`config.mk`:
```
export PLATFORM = sky130hd
export DESIGN_NAME = nextPc
export DESIGN_NICKNAME = d
export VERILOG_FILES = /design/src/exuPkg.sv /design/src/nextPc.sv
export SDC_FILE = /design/constraint.sdc
export NUM_CORES = 1
export LEC_CHECK = 0
export BUFFER_PORTS_ARGS = -buffer_cell sky130_fd_sc_hd__buf_2
export CAP_MARGIN = 30
export CORE_MARGIN = 8
export CORE_UTILIZATION = 42
export DETAILED_ROUTE_END_ITERATION = 16
export GPL_ROUTABILITY_DRIVEN = 0
export GPL_TIMING_DRIVEN = 0
export PLACE_DENSITY = 0.81
export SYNTH_ARGS = -nofsm -noshare
export SYNTH_HDL_FRONTEND = slang
export SYNTH_SLANG_ARGS = --single-unit
```
`constraint.sdc`:
```
create_clock -name vclk -period 4.5
set_clock_uncertainty 0.1 [all_clocks]
set_input_delay 0.45 -clock vclk [all_inputs]
set_output_delay 0.45 -clock vclk [all_outputs]
set_load 0.03 [all_outputs]
```
`src/exuPkg.sv`:
```
//##########################################################################
// Shared types for the RV64 execute stage: widths, opcode enums, CSR
// numbers and the control bundle handed over by the decoder.
// Modules import it inside their bodies and use scoped names in headers.
//##########################################################################
package exuPkg;

    localparam int xlen     = 64;
    localparam int regAddrW = 5;
    localparam int csrAddrW = 12;

    typedef enum logic [4:0] {
        aluAdd   = 5'd0,
        aluSub   = 5'd1,
        aluSll   = 5'd2,
        aluSlt   = 5'd3,
        aluSltu  = 5'd4,
        aluXor   = 5'd5,
        aluSrl   = 5'd6,
        aluSra   = 5'd7,
        aluOr    = 5'd8,
        aluAnd   = 5'd9,
        aluAddw  = 5'd10,
        aluSubw  = 5'd11,
        aluSllw  = 5'd12,
        aluSrlw  = 5'd13,
        aluSraw  = 5'd14,
        aluPassB = 5'd15
    } aluOpE;

    // code 3 is unused
    typedef enum logic [2:0] {
        brNone = 3'd0,
        brJal  = 3'd1,
        brJalr = 3'd2,
        brBeq  = 3'd4,
        brBne  = 3'd5,
        brBlt  = 3'd6,
        brBge  = 3'd7
    } branchE;

    // same codes as funct3, stores reuse the size part
    typedef enum logic [2:0] {
        memLb  = 3'd0,
        memLh  = 3'd1,
        memLw  = 3'd2,
        memLd  = 3'd3,
        memLbu = 3'd4,
        memLhu = 3'd5,
        memLwu = 3'd6
    } memOpE;

    typedef enum logic [1:0] {
        csrWrite = 2'd0,
        csrSet   = 2'd1,
        csrClear = 2'd2
    } csrOpE;

    typedef enum logic [1:0] {
        fromReg   = 2'd0,
        fromImm   = 2'd1,
        constFour = 2'd2
    } srcBE;

    localparam logic [csrAddrW-1:0] csrMstatus = 12'h300;
    localparam logic [csrAddrW-1:0] csrMtvec   = 12'h305;
    localparam logic [csrAddrW-1:0] csrMepc    = 12'h341;
    localparam logic [csrAddrW-1:0] csrMcause  = 12'h342;

    typedef struct packed {
        logic   regWen;
        // 1 selects rs1 data, 0 selects pc
        logic   aluSrcA;
        srcBE   srcB;
        aluOpE  aluOp;
        branchE branch;
        memOpE  memOp;
        logic   memWen;
        logic   memToReg;
        logic   csrWen;
        csrOpE  csrOp;
        logic   csrToReg;
        logic   epc;
        logic   mret;
    } exuCtrl;

endpackage

```
`src/nextPc.sv`:
```
//##########################################################################
// Next-pc selection: branch decode picks base and increment, one adder
// sums them, mret overrides with mepc. Bit 0 is cleared by the caller.
//##########################################################################
`timescale 1ns/100ps

module nextPc (
    input  logic [exuPkg::xlen-1:0] pc,
    input  logic [exuPkg::xlen-1:0] imm,
    input  logic [exuPkg::xlen-1:0] rs1Data,
    input  logic [exuPkg::xlen-1:0] mepc,
    input  exuPkg::branchE          branch,
    input  logic                    zero,
    input  logic                    lsb,
    input  logic                    mret,
    output logic [exuPkg::xlen-1:0] target
);
    import exuPkg::*;

    logic            useRs1;
    logic            useImm;
    logic [xlen-1:0] base;
    logic [xlen-1:0] step;

    // lsb is the slt/sltu result bit
    always_comb begin
        useRs1 = 1'b0;
        useImm = 1'b0;
        case (branch)
            brJal:  useImm = 1'b1;
            brJalr: begin
                useRs1 = 1'b1;
                useImm = 1'b1;
            end
            brBeq:  useImm = zero;
            brBne:  useImm = ~zero;
            brBlt:  useImm = lsb;
            brBge:  useImm = zero | ~lsb;
            default: ;
        endcase
    end

    assign base   = useRs1 ? rs1Data : pc;
    assign step   = useImm ? imm : xlen'(4);
    assign target = mret ? mepc : base + step;

endmodule

```
# After elaboration in Yosys (flattened, before gate mapping)
# Index checks and enable logic that the tools add are counted.
[word_totals]
out_inout_bits = 64
elab_cells = 16
in_bits = 262
regBits = 0
[op_classes]
add_sub_neg = 1
n_eq_ne = 6
n_reduce_logical = 1
bitwise = 3
muxes = 5
[ops]
columns = ["operator", "count"]
rows = [
  ["64-bit 2-to-1 mux", 3],
  ["64-bit adder", 1],
  ["3-bit == test, second input constant", 4],
  ["1-bit one-hot mux with 5 select lines", 1],
  ["3-bit by 1-bit == test with 1-bit output, second input constant", 1],
  ["3-bit by 2-bit == test with 1-bit output, second input constant", 1],
  ["1-bit inverter", 2],
  ["2-bit OR reduction", 1],
  ["1-bit 2-to-1 mux", 1],
  ["1-bit OR", 1],
]

# Longest topological paths before layout
[depth]
word_depth = 6
depth_mapped = 16
ltp_nobuf = 15

# Worst setup path before layout
# No wires, ideal clock.
[synth_path]
path_type = "input-to-output"
from = "input branch[0]"
to = "output target[60] (netlist bit)"
required_ps = 3950
setup_slack_ps = -711
cell_stages = 14
arrival_ps = 4661
n_path_buf = 2
cell_sequence = "nand2b_1 -> nor2_1 -> clkbuf_1 -> mux2_2 -> ha_1 -> buf_2 -> nand2_1 -> or3_4 -> or4_4 -> o22a_1 -> a21oi_1 -> o2111ai_1 -> mux2i_1 -> a311oi_1"
[synth_via]
elab_chain_len = 6
word_cells_on_any_way = 13
cone_classes = "add/sub (1); eq/ne (6); mux (5); reduce/logical (1)"
[synth_rtl]
columns = ["element", "line_no", "text"]
rows = [
  ["from (decl)", "nextPc.sv:12", "input exuPkg::branchE branch,"],
  ["3-bit by 2-bit == test with 1-bit output or 3-bit by 1-bit == test with 1-bit output (tied branches)", "nextPc.sv:29", "case (branch)"],
  ["2-bit OR reduction (no source line)", "-", ""],
  ["1-bit one-hot mux with 5 select lines", "nextPc.sv:29", ""],
  ["64-bit 2-to-1 mux", "nextPc.sv:44", "assign step = useImm ? imm : xlen'(4);"],
  ["64-bit adder (*)", "nextPc.sv:45", "assign target = mret ? mepc : base + step;"],
  ["64-bit 2-to-1 mux (*)", "nextPc.sv:45", ""],
  ["to (decl)", "nextPc.sv:16", "output logic [exuPkg::xlen-1:0] target"],
]
# Mark *: on every way between the ends. The rest lies on a longest branch, timed or not.

# Worst setup path in the final report
[layout_path]
from = "input branch[0]"
to = "output target[58] (netlist bit)"
# The elaborated chain is that of the path after synthesis.

==> results.json <==
{
  "max_freq_mhz": 216,
  "timing.max_slew.rel_slack_pct": 49.4,
  "design.die.area_um2": 17200,
  "area_of_the_core_um2": 13100,
  "ys_top_cells_by_area": "sky130_fd_sc_hd__ha_1, sky130_fd_sc_hd__mux2_2, sky130_fd_sc_hd__o21ai_0",
  "placement_rows": 42,
  "start_util_pct": 42.6,
  "ys_seq_area_share_pct": 0,
  "dp_cells": 1322,
  "synthCells": 820,
  "post_route_cells_drive_above_1_share_pct": 51.7,
  "design_area_um2": 9330,
  "die-width_um": 131,
  "postLayoutSetupSlackWorst_ps": -139,
  "total_power_w": 0.00198,
  "tightestPinTransition_ps": 759,
  "worstSetupPathType": "in -> out",
  "dieHeight_um": 131,
  "netlist_top_cells_count": "sky130_fd_sc_hd__nand2_1, sky130_fd_sc_hd__o21ai_0, sky130_fd_sc_hd__a21oi_1",
  "worstPathRequired_ps": 3950,
  "synth.distinct_cells": 64,
  "power_density_nw_per_um2": 212,
  "dp_hpwl_mm": 20.0,
  "slowest_stage": "sky130_fd_sc_hd__or4_4",
  "setup.worst_path.start": "branch[0]",
  "post_dp_cell_area_um2": 7520,
  "total_number_of_nets_in_the_final_design": 1523,
  "hp-class": "in -> out",
  "grt.overflow.total": 0,
  "worstSetupEndpointType": "output port",
  "signed_area_change_from_the_synthesized_netlist_to_the_final_layout_pct": 67.3,
  "ant_nets": 0,
  "n_clock_buffer": 0,
  "grt_setup_unrepaired": "yes",
  "hold_viol_final": 0,
  "postSynthAreaPerCell_um2": 6.80,
  "grt_pass1_vias": 8243,
  "final_hold_slack_ps": 1130,
  "firstDrtPassIters": 5,
  "static-leakage-power_nw": 4.32,
  "grt_pass1_wl_mm": 40.3,
  "mappedNetlistArea_um2": 5580,
  "critPathArrivalTime_ps": 4090,
  "synth_top_area_share_pct": 14.1,
  "grt_usage_pct": 27.5,
  "vias_per_cell": 5.82,
  "layout.filler_cells": 983,
  "setup_viol": 13,
  "worst_hold_startpoint": "mepc[42]",
  "worst_setup_path_start_kind": "input pin",
  "critical_path.most_common_cell": "sky130_fd_sc_hd__buf_6",
  "final_cells": 1372,
  "initialDrtViolationCount": 535,
  "timing.critical_path.cells": "buf_8 -> nand2b_4 -> nor2_4 -> buf_6 -> clkbuf_16 -> buf_6 -> mux2_4 -> ha_4 -> and4_4 -> nand2_4 -> or4_4 -> nand3b_4 -> a211oi_4 -> o311ai_4 -> nor3b_4 -> o31ai_4 -> buf_6",
  "grt_start_max_net_pins": 11,
  "n_sequential_cell": 0,
  "cp_slowest_stage_delay_ps": 530,
  "drv_slew": 0,
  "design.portCount": 326,
  "peakVddDrop_mv": 0.118,
  "num_vias": 7989,
  "synth_fp_nets": 1146,
  "finalCritPeriodShare_pct": 103,
  "synthDominantAreaCellType": "sky130_fd_sc_hd__ha_1",
  "max_cap_viol_count": 0,
  "final-seq-area_um2": 0,
  "route.final.wire_length_mm": 27.3,
  "violations": "negative setup slack",
  "numPortBuffers": 325,
  "run_status": "complete, but fails checks",
  "postCtsHoldBufs": 0,
  "synthesis.yosys.warnings": 0,
  "final_util_pct": 71.3,
  "critical_path.max_fanout": 8,
  "drcViolationCount": 0,
  "finalCriticalPeriod_ps": 4640,
  "avgRoutedWirePerCell_um": 19.9,
  "antenna_found_initial": 2,
  "library_cell_with_the_highest_instance_count_after_synthesis": "sky130_fd_sc_hd__nand2_1"
}
==> logic make-up (layout without fill, tap and decap cells) <==
logic type | count (synthesis) | in the layout | synth area share [%]
compound gates | 284 | 284 | 32.2
simple gates | 284 | 284 | 25.7
mux | 74 | 74 | 14.8
fa+ha+maj | 64 | 64 | 14.5
buf+inv | 59 | 434 | 4.13
xor+xnor | 55 | 55 | 8.64
other cells | 0 | 1 | 0
==> per-stage QoR <==
step                      TNS (ps)  setup WS, ps
after global placement      -53660         -1480
final                         -876          -139
after detailed placement    -31940         -1210
after CTS                    -77.5         -32.7
after floorplan              -15.9         -15.9
after global routing         -2880          -211
==> worst paths after layout <==
path	end	slack, ps	depth (start not counted)
setup / recovery	target[58]	-140	17
hold / removal	target[42]	1130	4
==> cell usage in the layout, fill, tap and decap left out, types with 12 or more instances in the layout <==
cell type / instances
sky130_fd_sc_hd__a21o_1: 40
sky130_fd_sc_hd__a21oi_1: 61
sky130_fd_sc_hd__and2_1: 57
sky130_fd_sc_hd__and2_4: 12
sky130_fd_sc_hd__buf_2: 302
sky130_fd_sc_hd__buf_4: 68
sky130_fd_sc_hd__buf_6: 14
sky130_fd_sc_hd__clkbuf_1: 21
sky130_fd_sc_hd__ha_1: 18
sky130_fd_sc_hd__ha_4: 39
sky130_fd_sc_hd__inv_1: 14
sky130_fd_sc_hd__mux2_2: 50
sky130_fd_sc_hd__mux2_4: 19
sky130_fd_sc_hd__nand2_1: 98
sky130_fd_sc_hd__nand4_1: 13
sky130_fd_sc_hd__nor2_1: 35
sky130_fd_sc_hd__o21ai_0: 59
sky130_fd_sc_hd__o21ai_1: 20
sky130_fd_sc_hd__xnor2_1: 21
sky130_fd_sc_hd__xor2_1: 29
==> layer usage <==
metal  GRT usage, %  vias up  share of wire [%]
met5              0        -                  0
met4           9.17        0                3.0
met3           6.52       67                8.4
met2           51.4      463                 51
met1           29.7     3703                 38
li1               -     3756                  -
==> critical path, delay by kind of cell <==
family	cells	cell delay, ps
simple gates	7	1550
mux	1	320
compound gates	3	740
buf+inv	5	710
fa+ha+maj	1	300
==> layout make-up <==
cell class	count	area, um^2	share of cell area [%]
Tap cell	176	220	2.36
Antenna cell	1	2.50	0.0268
Inverter	14	52.6	0.563
Buffer	34	302	3.23
Timing Repair Buffer	386	2220	23.8
Multi-Input combinational cell	761	6530	70.0
==> timing repair <==
item | 4_1_cts | 5_1_grt
setup endpoints to repair | 51 | 39
gates resized for setup | 192 | 112
setup buffers | 38 | 21
cloned | 2 | 0
pin swaps | 48 | 42
==> power breakdown <==
| group | internal (W) | switching [W] | total [W] |
|---|---|---|---|
| clock network | 0.0000000000298 | 0 | 0.0000000000298 |
| logic | 0.000871 | 0.00111 | 0.00198 |
| registers | 0 | 0 | 0 |
No activity file was read; power rests on OpenSTA's default activity.
