### config.mk
export PLATFORM = sky130hd
export DESIGN_NAME = csrUnit
export DESIGN_NICKNAME = d
export VERILOG_FILES = /design/src/exuPkg.sv /design/src/csrUnit.sv
export SDC_FILE = /design/constraint.sdc
export NUM_CORES = 1
export LEC_CHECK = 0
export ABC_AREA = 1
export BUFFER_PORTS_ARGS = -buffer_cell sky130_fd_sc_hd__buf_2
export CORE_ASPECT_RATIO = 1.1
export CORE_MARGIN = 2
export CORE_UTILIZATION = 55
export CTS_CLUSTER_SIZE = 12
export DETAILED_ROUTE_END_ITERATION = 10
export HOLD_SLACK_MARGIN = 0.15
export PLACE_DENSITY_LB_ADDON = 0.25
export SLEW_MARGIN = 20
export SYNTH_ARGS = -nofsm -noshare
export SYNTH_HDL_FRONTEND = slang
export SYNTH_SLANG_ARGS = --single-unit
### constraint.sdc
create_clock -name clk -period 3.2 [get_ports clk]
set_input_delay 0.16 -clock clk [delete_from_list [all_inputs] [get_ports clk]]
set_output_delay 0.16 -clock clk [all_outputs]
set_load 0.05 [all_outputs]
### src/exuPkg.sv
//##########################################################################
// Shared types for the RV64 execute stage: widths, opcode enums, CSR
// numbers and the control bundle handed over by the decoder.
// Modules import it inside their bodies and use scoped names in headers.
//##########################################################################
package exuPkg;

    localparam int xlen     = 64;
    localparam int regAddrW = 5;
    localparam int csrAddrW = 12;

    typedef enum logic [4:0] {
        aluAdd   = 5'd0,
        aluSub   = 5'd1,
        aluSll   = 5'd2,
        aluSlt   = 5'd3,
        aluSltu  = 5'd4,
        aluXor   = 5'd5,
        aluSrl   = 5'd6,
        aluSra   = 5'd7,
        aluOr    = 5'd8,
        aluAnd   = 5'd9,
        aluAddw  = 5'd10,
        aluSubw  = 5'd11,
        aluSllw  = 5'd12,
        aluSrlw  = 5'd13,
        aluSraw  = 5'd14,
        aluPassB = 5'd15
    } aluOpE;

    // code 3 is unused
    typedef enum logic [2:0] {
        brNone = 3'd0,
        brJal  = 3'd1,
        brJalr = 3'd2,
        brBeq  = 3'd4,
        brBne  = 3'd5,
        brBlt  = 3'd6,
        brBge  = 3'd7
    } branchE;

    // same codes as funct3, stores reuse the size part
    typedef enum logic [2:0] {
        memLb  = 3'd0,
        memLh  = 3'd1,
        memLw  = 3'd2,
        memLd  = 3'd3,
        memLbu = 3'd4,
        memLhu = 3'd5,
        memLwu = 3'd6
    } memOpE;

    typedef enum logic [1:0] {
        csrWrite = 2'd0,
        csrSet   = 2'd1,
        csrClear = 2'd2
    } csrOpE;

    typedef enum logic [1:0] {
        fromReg   = 2'd0,
        fromImm   = 2'd1,
        constFour = 2'd2
    } srcBE;

    localparam logic [csrAddrW-1:0] csrMstatus = 12'h300;
    localparam logic [csrAddrW-1:0] csrMtvec   = 12'h305;
    localparam logic [csrAddrW-1:0] csrMepc    = 12'h341;
    localparam logic [csrAddrW-1:0] csrMcause  = 12'h342;

    typedef struct packed {
        logic   regWen;
        // 1 selects rs1 data, 0 selects pc
        logic   aluSrcA;
        srcBE   srcB;
        aluOpE  aluOp;
        branchE branch;
        memOpE  memOp;
        logic   memWen;
        logic   memToReg;
        logic   csrWen;
        csrOpE  csrOp;
        logic   csrToReg;
        logic   epc;
        logic   mret;
    } exuCtrl;

endpackage

### src/csrUnit.sv
//##########################################################################
// Machine-mode CSR file with write/set/clear ops. Reads return the value
// before the edge; mepc is exported for mret. Unknown numbers read zero.
//##########################################################################
`timescale 1ns/100ps

module csrUnit (
    input  logic                          clk,
    input  logic                          reset,
    input  logic                          wEn,
    input  exuPkg::csrOpE                 op,
    input  logic [exuPkg::csrAddrW-1:0]   id,
    input  logic [exuPkg::xlen-1:0]       dataIn,
    output logic [exuPkg::xlen-1:0]       oldValue,
    output logic [exuPkg::xlen-1:0]       mepc
);
    import exuPkg::*;

    logic [xlen-1:0] mstatus;
    logic [xlen-1:0] mtvec;
    logic [xlen-1:0] mcause;
    logic [xlen-1:0] newValue;

    always_comb begin
        case (id)
            csrMstatus: oldValue = mstatus;
            csrMtvec:   oldValue = mtvec;
            csrMepc:    oldValue = mepc;
            csrMcause:  oldValue = mcause;
            default:    oldValue = '0;
        endcase
    end

    always_comb begin
        case (op)
            csrWrite: newValue = dataIn;
            csrSet:   newValue = oldValue | dataIn;
            csrClear: newValue = oldValue & ~dataIn;
            default:  newValue = oldValue;
        endcase
    end

    always_ff @(posedge clk) begin
        if (reset) begin
            mstatus <= '0;
            mtvec   <= '0;
            mepc    <= '0;
            mcause  <= '0;
        end else if (wEn) begin
            case (id)
                csrMstatus: mstatus <= newValue;
                csrMtvec:   mtvec   <= newValue;
                csrMepc:    mepc    <= newValue;
                csrMcause:  mcause  <= newValue;
                default: ;
            endcase
        end
    end

endmodule

Word-level counts from Yosys, hierarchy flattened:

Cells that the tools add are included.

* bits of input ports: 81
* output and inout bits: 128
* register bits after elaboration: 256
* logic and storage cells: 20

* multiplexer cells: 2
* bitwise operators: 3
* equality and inequality tests: 6
* reductions and logical operators: 5

Operators with widths (count)
* $pmux 64 s4: 1
* $pmux 64 s3: 1
* $and 64x64->64: 1
* $not 64->64: 1
* $or 64x64->64: 1
* $eq 12x10->1 const B: 4
* $reduce_and 2->1: 4
* $eq 2x1->1 const B: 1
* $eq 2x2->1 const B: 1
* $logic_not 2->1: 1

Logic depth before layout (Yosys ltp):

Gate-level depths: netlist of the first run.

* depth after elaboration: 4
* gate-level depth with buffers: 12
* mapped depth without buffers: 10

Worst setup path before layout of the first run:

No wires, ideal clock.

* path type: in2out
* from: input port id[3] (netlist name)
* to: output port oldValue[14] (netlist name)
* stages: 6
* arrival: 1.410 ns
* buffers on the path: 2
* slack: 1.630 ns
* data required time: 3.040 ns
* cell sequence: or2_1 > nor2_2 > buf_4 > buf_2 > nand3_1 > nand4_1

* word-level cells in the longest chain between the ends: 2
* elaborated cells between the ends (all ways): 5
* those cells by class: eq/ne (4); mux (1)

Ends and longest elaborated chain
* from (decl): line csrUnit.sv:12 `input logic [exuPkg::csrAddrW-1:0] id,`
* $eq 12x10->1: line csrUnit.sv:25 `case (id)`
* $pmux 64 s4 *: line csrUnit.sv:25
* to (decl): line csrUnit.sv:14 `output logic [exuPkg::xlen-1:0] oldValue,`

Mark *: on every way between the ends. The rest lies on a longest branch, timed or not.

Worst setup path after layout of the first run:

* from: input port id[5] (netlist name)
* to: output port oldValue[33] (netlist name)

The elaborated chain is that of the path after synthesis.

==> results.tsv, run 1 <==
metric	value	unit
Final period util	72.39	%
Clock transition at path regs	60	ps
Hold Path End	mstatus[11]$_SDFFE_PP0P_	
Die W	159.1	um
setup bufs post-CTS	0	
Post-Syn Instances	2366	
total die area	27790	um^2
delay of the slowest critical-path stage	580	ps
Setup CP Type	in -> out	
Fmax	0.4317	GHz
First-pass DRT Iterations	7	
Synth cell types	18	
vias	16307	
Final HPWL DP	26300	um
max-cap violations	0	
skew final	8.017	ps
startpoint types	input port	
DRT iter0 DRCs	1670	
vias in the first global route	15124	
post-synthesis mux area share	0	%
synthesized area per cell	6.154	um^2
final wirelength	47000	um
clk_lat worst skew	540	ps
Mapped Area	14560	um^2
CP dominant cell by count	buf_2	
Net count, final	2624	
worst r2r dst	mstatus[33]$_SDFFE_PP0P_	
sequential fraction of the synthesis area	35.20	%
Core Box Area	26070	um^2
post-route ant nets	0	
Final Hold Fails	0	
Clock Tree Buf Depth	3	
area leader, netlist	dfxtp_1	
Vias/cell	5.590	
leakage power	0.008991	uW
worst vdd ir	303.4	uV
compound-gate portion of the synthesized area	13.20	%
root buf cell	clkbuf_16	
pin count of the biggest net entering global routing	92	
R2R Setup Slk	2000	ps
Layout area overhead	18.11	%
Sink Count	256	
Slew headroom	35.06	%
Synth area leaders	dfxtp_1 (35%), nand3_1 (18%), inv_1 (13%), nand2_1 (12%), a21oi_1 (8.8%)	
I/O pins	209	
Hold WC Path Type	in -> reg	
post-synthesis adder-cell area fraction	0	%
Post-Syn Nets	2447	
hold wc startpoint	wEn	
CTS tree	done	
routability cong.	0.8587	
RSZ-0062 raised after global routing	false	
htree depth	1	
FP Rows	62	
first-pass GRT wire length	74800	um
arrival time worst endpoint	2160	ps
Port-buffer cells	208	
PwrDens	393.8	nW/um^2
initial antenna violation count	1	
Post-synth top flop	dfxtp_1	
Data required, critical path	3040	ps
most frequent cell after synthesis	inv_1	
DRC	0	
Total Routing Usage GR	32.34	%
Starting Density	55.86	%
Worst R2R Start	mtvec[33]$_SDFFE_PP0P_	
Fillers	2384	
yosys warns	0	
slowest CP cell	nor2_4	
CP endpoint kind	output pin	
Max Slew Vio Count	0	
setup TNS	0	ps
Synth Area in XOR/XNOR	0	%
ys async rst share	0	%
overall power	6773	uW
Post-synth EDFFs	0	
Worst Path Max Fanout	26	
Die H	174.6	um
flop and latch count out of synthesis	256	
status	complete, no violations	
post-layout min period	2317	ps
hold-critical path depth	6	
GRT overflow	0	
CP Cell Sequence	buf_2 > nor2_1 > nand2_1 > nor2_4 > buf_4 > nand3_1 > nand4_1 > buf_2	
TritonCTS Buffers	28	
Synth top cells by count	inv_1 (518), nand3_1 (512), nand2_1 (456)	
Simple-Gate Fraction of Synth Area	32.77	%
r2r worst-path depth	6	
Synth top area share	35.20	%
largest family of logic cells by synthesized area	simple AND/OR/NAND/NOR gates	
final setup violation count	0	
Worst-Margin Slew	974.1	ps
CTS resizes	0	
fraction of layout cells with a size suffix above 1	11.51	%
wire per inst	16.11	um
worst max path at each step:
stage	from	end	slack [ps]	depth (start not counted)
final	id[5]	oldValue[33]	880	8
after detailed placement	id[5]	oldValue[33]	950	8
after CTS	id[5]	oldValue[33]	950	8
after global routing	id[5]	oldValue[24]	750	8
after global placement	id[5]	oldValue[24]	980	8
after floorplan	id[3]	oldValue[14]	1630	6
per-stage QoR:
step           util, %  instances  hold WS [ps]  setup WS (ps)  area, um^2
2_1_floorplan        -       2366         421.0           1630       14560
3_3_place_gp     60.08       2801         516.1          976.7       15660
3_5_place_dp     60.08       2801         519.9          949.9       15660
4_1_cts          65.97       2916         179.2          946.7       17200
5_1_grt          65.98       2917         199.8          748.4       17200
6_report         65.98       2917         190.2          883.4       17200
power by group:
part	switching, uW	internal (uW)	total (uW)	leakage [uW]
Sequential	0.397	3190	3190	0.00206
Clock	1350	1860	3210	0.000441
Combinational	251	128	379	0.00649
timing repair:
item                                   4_1_cts  5_1_grt
setup endpoints to repair                    0        0
endpoints found under the hold margin      256        0
hold buffers                                64        0
logic make-up after synthesis:
kind of cell,count (synthesis)
buf+inv,679
simple gates,1047
flops,256
compound gates,384
cells in the final DEF, fill, tap and decap left out:
cell,netlist,final
inv_6,0,1
buf_12,0,10
nor2_1,5,4
clkinv_2,0,5
dfxtp_1,256,256
buf_4,7,21
buf_6,8,1
clkbuf_8,0,5
a21oi_1,256,256
nand4_1,64,64
diode_2,0,1
o21ai_1,64,64
nand2_1,456,456
nor2_4,0,6
inv_2,5,5
o21ai_0,64,64
buf_2,86,207
bufinv_16,0,1
or2_1,1,1
clkbuf_1,41,11
dlygate4sd3_1,0,64
clkbuf_16,0,29
nand3_1,512,512
inv_1,518,517
nand3_2,4,4
sequential cells by signal (all words and copies together) (netlist names):
register / count
mtvec: 64
mstatus: 64
mcause: 64
mepc: 64
area by class of cell:
cell class | instances | area [um^2] | share of cell area [%]
Sequential cell | 256 | 5125 | 29.80
Tap cell | 352 | 440.4 | 2.561
Clock buffer | 45 | 835.8 | 4.860
Inverter | 523 | 1964 | 11.42
Antenna cell | 1 | 2.502 | 0.01455
Clock inverter | 6 | 58.81 | 0.3419
Multi-Input combinational cell | 1431 | 6725 | 39.11
Timing Repair Buffer | 303 | 2046 | 11.90
worst max-delay path: cells and delay by family:
kind	cells	cell delay [ps]
and+or+nand+nor	5	1170
buffers and inverters	3	790
layer usage:
metal | global-route usage [%] | wire length, um
met5 | 0 | 0
met4 | 13.79 | 1775
met3 | 4.818 | 4661
met2 | 55.34 | 22080
met1 | 40.77 | 18480
No activity file was read; power rests on OpenSTA's default activity.
==> run 2: changes to the inputs <==
- ABC_AREA: 1 -> 0
- CORE_UTILIZATION: 55 -> 53
- clock period: 3.2 -> 1.94 ns (I/O delays scaled with it)
==> run 2 against run 1 <==
Compared with the run above:
- register-to-register slack got worse by 1700 ps
- final cell count shrank 12%
- largest cell class unchanged
- non-clock buffer count rose by 121
- setup slack worse by 860 ps
- largest power group unchanged
- clock power is 69% higher
- core utilization grew 4.3 points
- critical path depth unchanged
- critical endpoint is now oldValue[49]
- sequential share of layout area down 4.4 points
- highest routed layer is now met5
- first-iteration DRC count increased by 20%
==> results.tsv, run 2 <==
metric	value	unit	change
Synth top cells by count	nand2_1 (278), dfxtp_1 (256), clkbuf_1 (149)		was inv_1 (518), nand3_1 (512), nand2_1 (456)
hold slack	242.5	ps	was 190.2 ps
leakage power	0.006551	uW	was 0.008991 uW
fraction of layout cells with a size suffix above 1	22.74	%	was 11.51%
synthesized area per cell	8.035	um^2	was 6.154 um^2
Final Cell Area	20170	um^2	was 17200 um^2
Post-Syn Instances	1922		was 2366
CTS tree	done		unchanged
Core Box Area	28710	um^2	was 26070 um^2
area leader, netlist	dfxtp_1		unchanged
total die area	30520	um^2	was 27790 um^2
htree depth	1		unchanged
vias	17457		was 16307
Global Route met1 Usage	45.76	%	was 40.77%
GRT Max-Usage Layer	met2		unchanged
Vias/cell	6.819		was 5.590
slowest CP cell	or4bb_4		was nor2_4
CP Cell Sequence	clkbuf_4 > or4bb_4 > buf_4 > nor3_4 > buf_12 > nand2_1 > o21ai_1 > buf_6		was buf_2 > nor2_1 > nand2_1 > nor2_4 > buf_4 > nand3_1 > nand4_1 > buf_2
Post-synth EDFFs	0		unchanged
I/O pins	209		unchanged
vias in the first global route	16946		was 15124
Hold WC Path Type	in -> reg		unchanged
Post-synth top flop	dfxtp_1		unchanged
GRT overflow	0		unchanged
TritonCTS Buffers	28		unchanged
DRT iter0 DRCs	1999		was 1670
ys async rst share	0	%	unchanged
delay of the slowest critical-path stage	550	ps	was 580 ps
Layout area overhead	30.63	%	was 18.11%
Clock transition at path regs	60	ps	about the same
Mapped Area	15440	um^2	was 14560 um^2
Worst-Margin Slew	631.0	ps	was 974.1 ps
yosys warns	0		unchanged
worst vdd ir	538.6	uV	was 303.4 uV
Slew headroom	57.93	%	was 35.06%
Data required, critical path	1840	ps	was 3040 ps
max-cap violations	0		unchanged
final setup violation count	0		unchanged
sequential fraction of the synthesis area	33.18	%	was 35.20%
flop and latch count out of synthesis	256		unchanged
Fmax	0.5212	GHz	
Sink Count	256		unchanged
pin count of the biggest net entering global routing	82		was 92
Final period util	98.90	%	
Final Hold Fails	0		unchanged
root buf cell	clkbuf_16		unchanged
final wirelength	56820	um	was 47000 um
skew final	7.586	ps	was 8.017 ps
Die H	183.0	um	was 174.6 um
Total Routing Usage GR	35.38	%	was 32.34%
Starting Density	53.79	%	was 55.86%
Synth top area share	33.18	%	was 35.20%
met2 Use GR	59.14	%	was 55.34%
first-pass GRT wire length	89710	um	was 74800 um
routability cong.	0.8379		was 0.8587
post-layout min period	1919	ps	
most frequent cell after synthesis	nand2_1		was inv_1
CP endpoint kind	output pin		unchanged
Post-Syn Nets	2003		was 2447
Die W	166.8	um	was 159.1 um
Clock Tree Buf Depth	3		unchanged
startpoint types	input port		unchanged
commonest non-fill, non-tap cell in the layout	nand2_1		was inv_1
Setup CP Type	in -> out		unchanged
Port-buffer cells	208		unchanged
Worst Path Max Fanout	10		was 26
initial antenna violation count	3		was 1
status	complete, no violations		unchanged
Net count, final	2249		was 2624
Global Route met3 Usage	5.222	%	was 4.818%
wire per inst	22.20	um	was 16.11 um
Final HPWL DP	34710	um	was 26300 um
First-pass DRT Iterations	6		was 7
Synth area leaders	dfxtp_1 (33%), mux2i_1 (7.5%), nand2_1 (6.8%), a221oi_1 (5.8%), a32oi_1 (5.3%)		was dfxtp_1 (35%), nand3_1 (18%), inv_1 (13%), nand2_1 (12%), a21oi_1 (8.8%)
Synth cell types	44		was 18
FP Rows	65		was 62
DRC	0		unchanged
PwrDens	587.6	nW/um^2	was 393.8 nW/um^2
placed cell area	18350	um^2	was 15660 um^2
Max Slew Vio Count	0		unchanged
commonest cells after routing, fill and taps aside	nand2_1 (272), dfxtp_1 (254), buf_2 (183)		was inv_1 (517), nand3_1 (512), nand2_1 (456)
clk_lat worst skew	550	ps	was 540 ps
arrival time worst endpoint	1820	ps	was 2160 ps
post-route ant nets	0		unchanged
==> run 2: cell count changes in the layout (fill, tap and decap cells not counted), moves of 64 or more <==
| cell | previous run | this run |
|---|---|---|
| buf_4 | 21 | 101 |
| a21oi_1 | 256 | 81 |
| a221oi_1 | 0 | 96 |
| nand2b_1 | 0 | 64 |
| nand3_1 | 512 | 51 |
| mux2i_1 | 0 | 115 |
| and4_1 | 0 | 64 |
| nor2b_1 | 0 | 64 |
| o22ai_1 | 0 | 111 |
| a32oi_1 | 0 | 94 |
| nand2_1 | 456 | 272 |
| inv_1 | 517 | 5 |
==> run 2: layout make-up <==
type | count | area, um^2
antenna | 2 | 5.005
clock buffer | 47 | 873.3
clock inverter | 5 | 52.55
fill | 2278 | 8534
inverter | 6 | 22.52
multi-input combinational | 1452 | 10000
sequential | 256 | 5127
tap | 368 | 460.4
timing repair buffer | 424 | 3630
==> run 2: cells by family after synthesis <==
kind of cell / count (synthesis) / synth area share [%]
AO/OA/AOI/OAI: 629 / 28.60
multiplexers: 115 / 7.454
flip-flops: 256 / 33.18
buffers and inverters: 214 / 5.777
AND/OR/NAND/NOR: 708 / 24.99
==> run 2: what timing repair did <==
| action | in CTS | in global routing |
|---|---|---|
| pin swaps | 1 | 6 |
| resized for setup | 20 | 54 |
| hold buffers | 65 | 0 |
| setup buffers | 0 | 2 |
| endpoints found under the hold margin | 256 | 0 |
| endpoints found under the setup margin | 29 | 43 |
==> run 2: per-stage QoR <==
step | cells | util (%) | TNS (ps) | setup slack, ps | power (uW)
after floorplan | 1922 | - | -1829 | -171.2 | 5890
after global placement | 2439 | 63.93 | -39230 | -273.0 | 6373
after detailed placement | 2439 | 63.93 | -47170 | -273.5 | 6386
after CTS | 2556 | 69.62 | -89.82 | -65.46 | 11800
after global routing | 2558 | 70.26 | -49.21 | -26.05 | 12090
final | 2560 | 70.27 | 0 | 21.35 | 11850
==> run 2: worst max-delay path, delay by kind of cell <==
family / cells / cell delay [ps]
AOI/OAI and AO/OA: 1 / 120
and+or+nand+nor: 3 / 910
buffers and inverters: 4 / 680
==> run 2: path summary, 6_finish.rpt <==
path	slack [ps]	endpoint	startpoint	depth (start not counted)
hold / removal	240	mcause[13]$_SDFFE_PP0P_	wEn	5
setup reg to reg	270	mcause[1]$_SDFFE_PP0P_	mstatus[1]$_SDFFE_PP0P_	5
hold reg to reg	460	mstatus[33]$_SDFFE_PP0P_	mstatus[33]$_SDFFE_PP0P_	2
setup / recovery	20	oldValue[49]	id[6]	8
==> run 2: per-layer routing <==
| layer | wire length (um) | vias to the layer above |
|---|---|---|
| met4 | 2082 | 2 |
| met2 | 26590 | 1195 |
| met5 | 13 | - |
| li1 | - | 7812 |
| met3 | 5929 | 205 |
| met1 | 22200 | 8243 |
==> run 2: report_power, final <==
part | switching [uW] | internal [uW]
combinational | 753 | 419
clock | 2250 | 3180
sequential | 0.193 | 5260
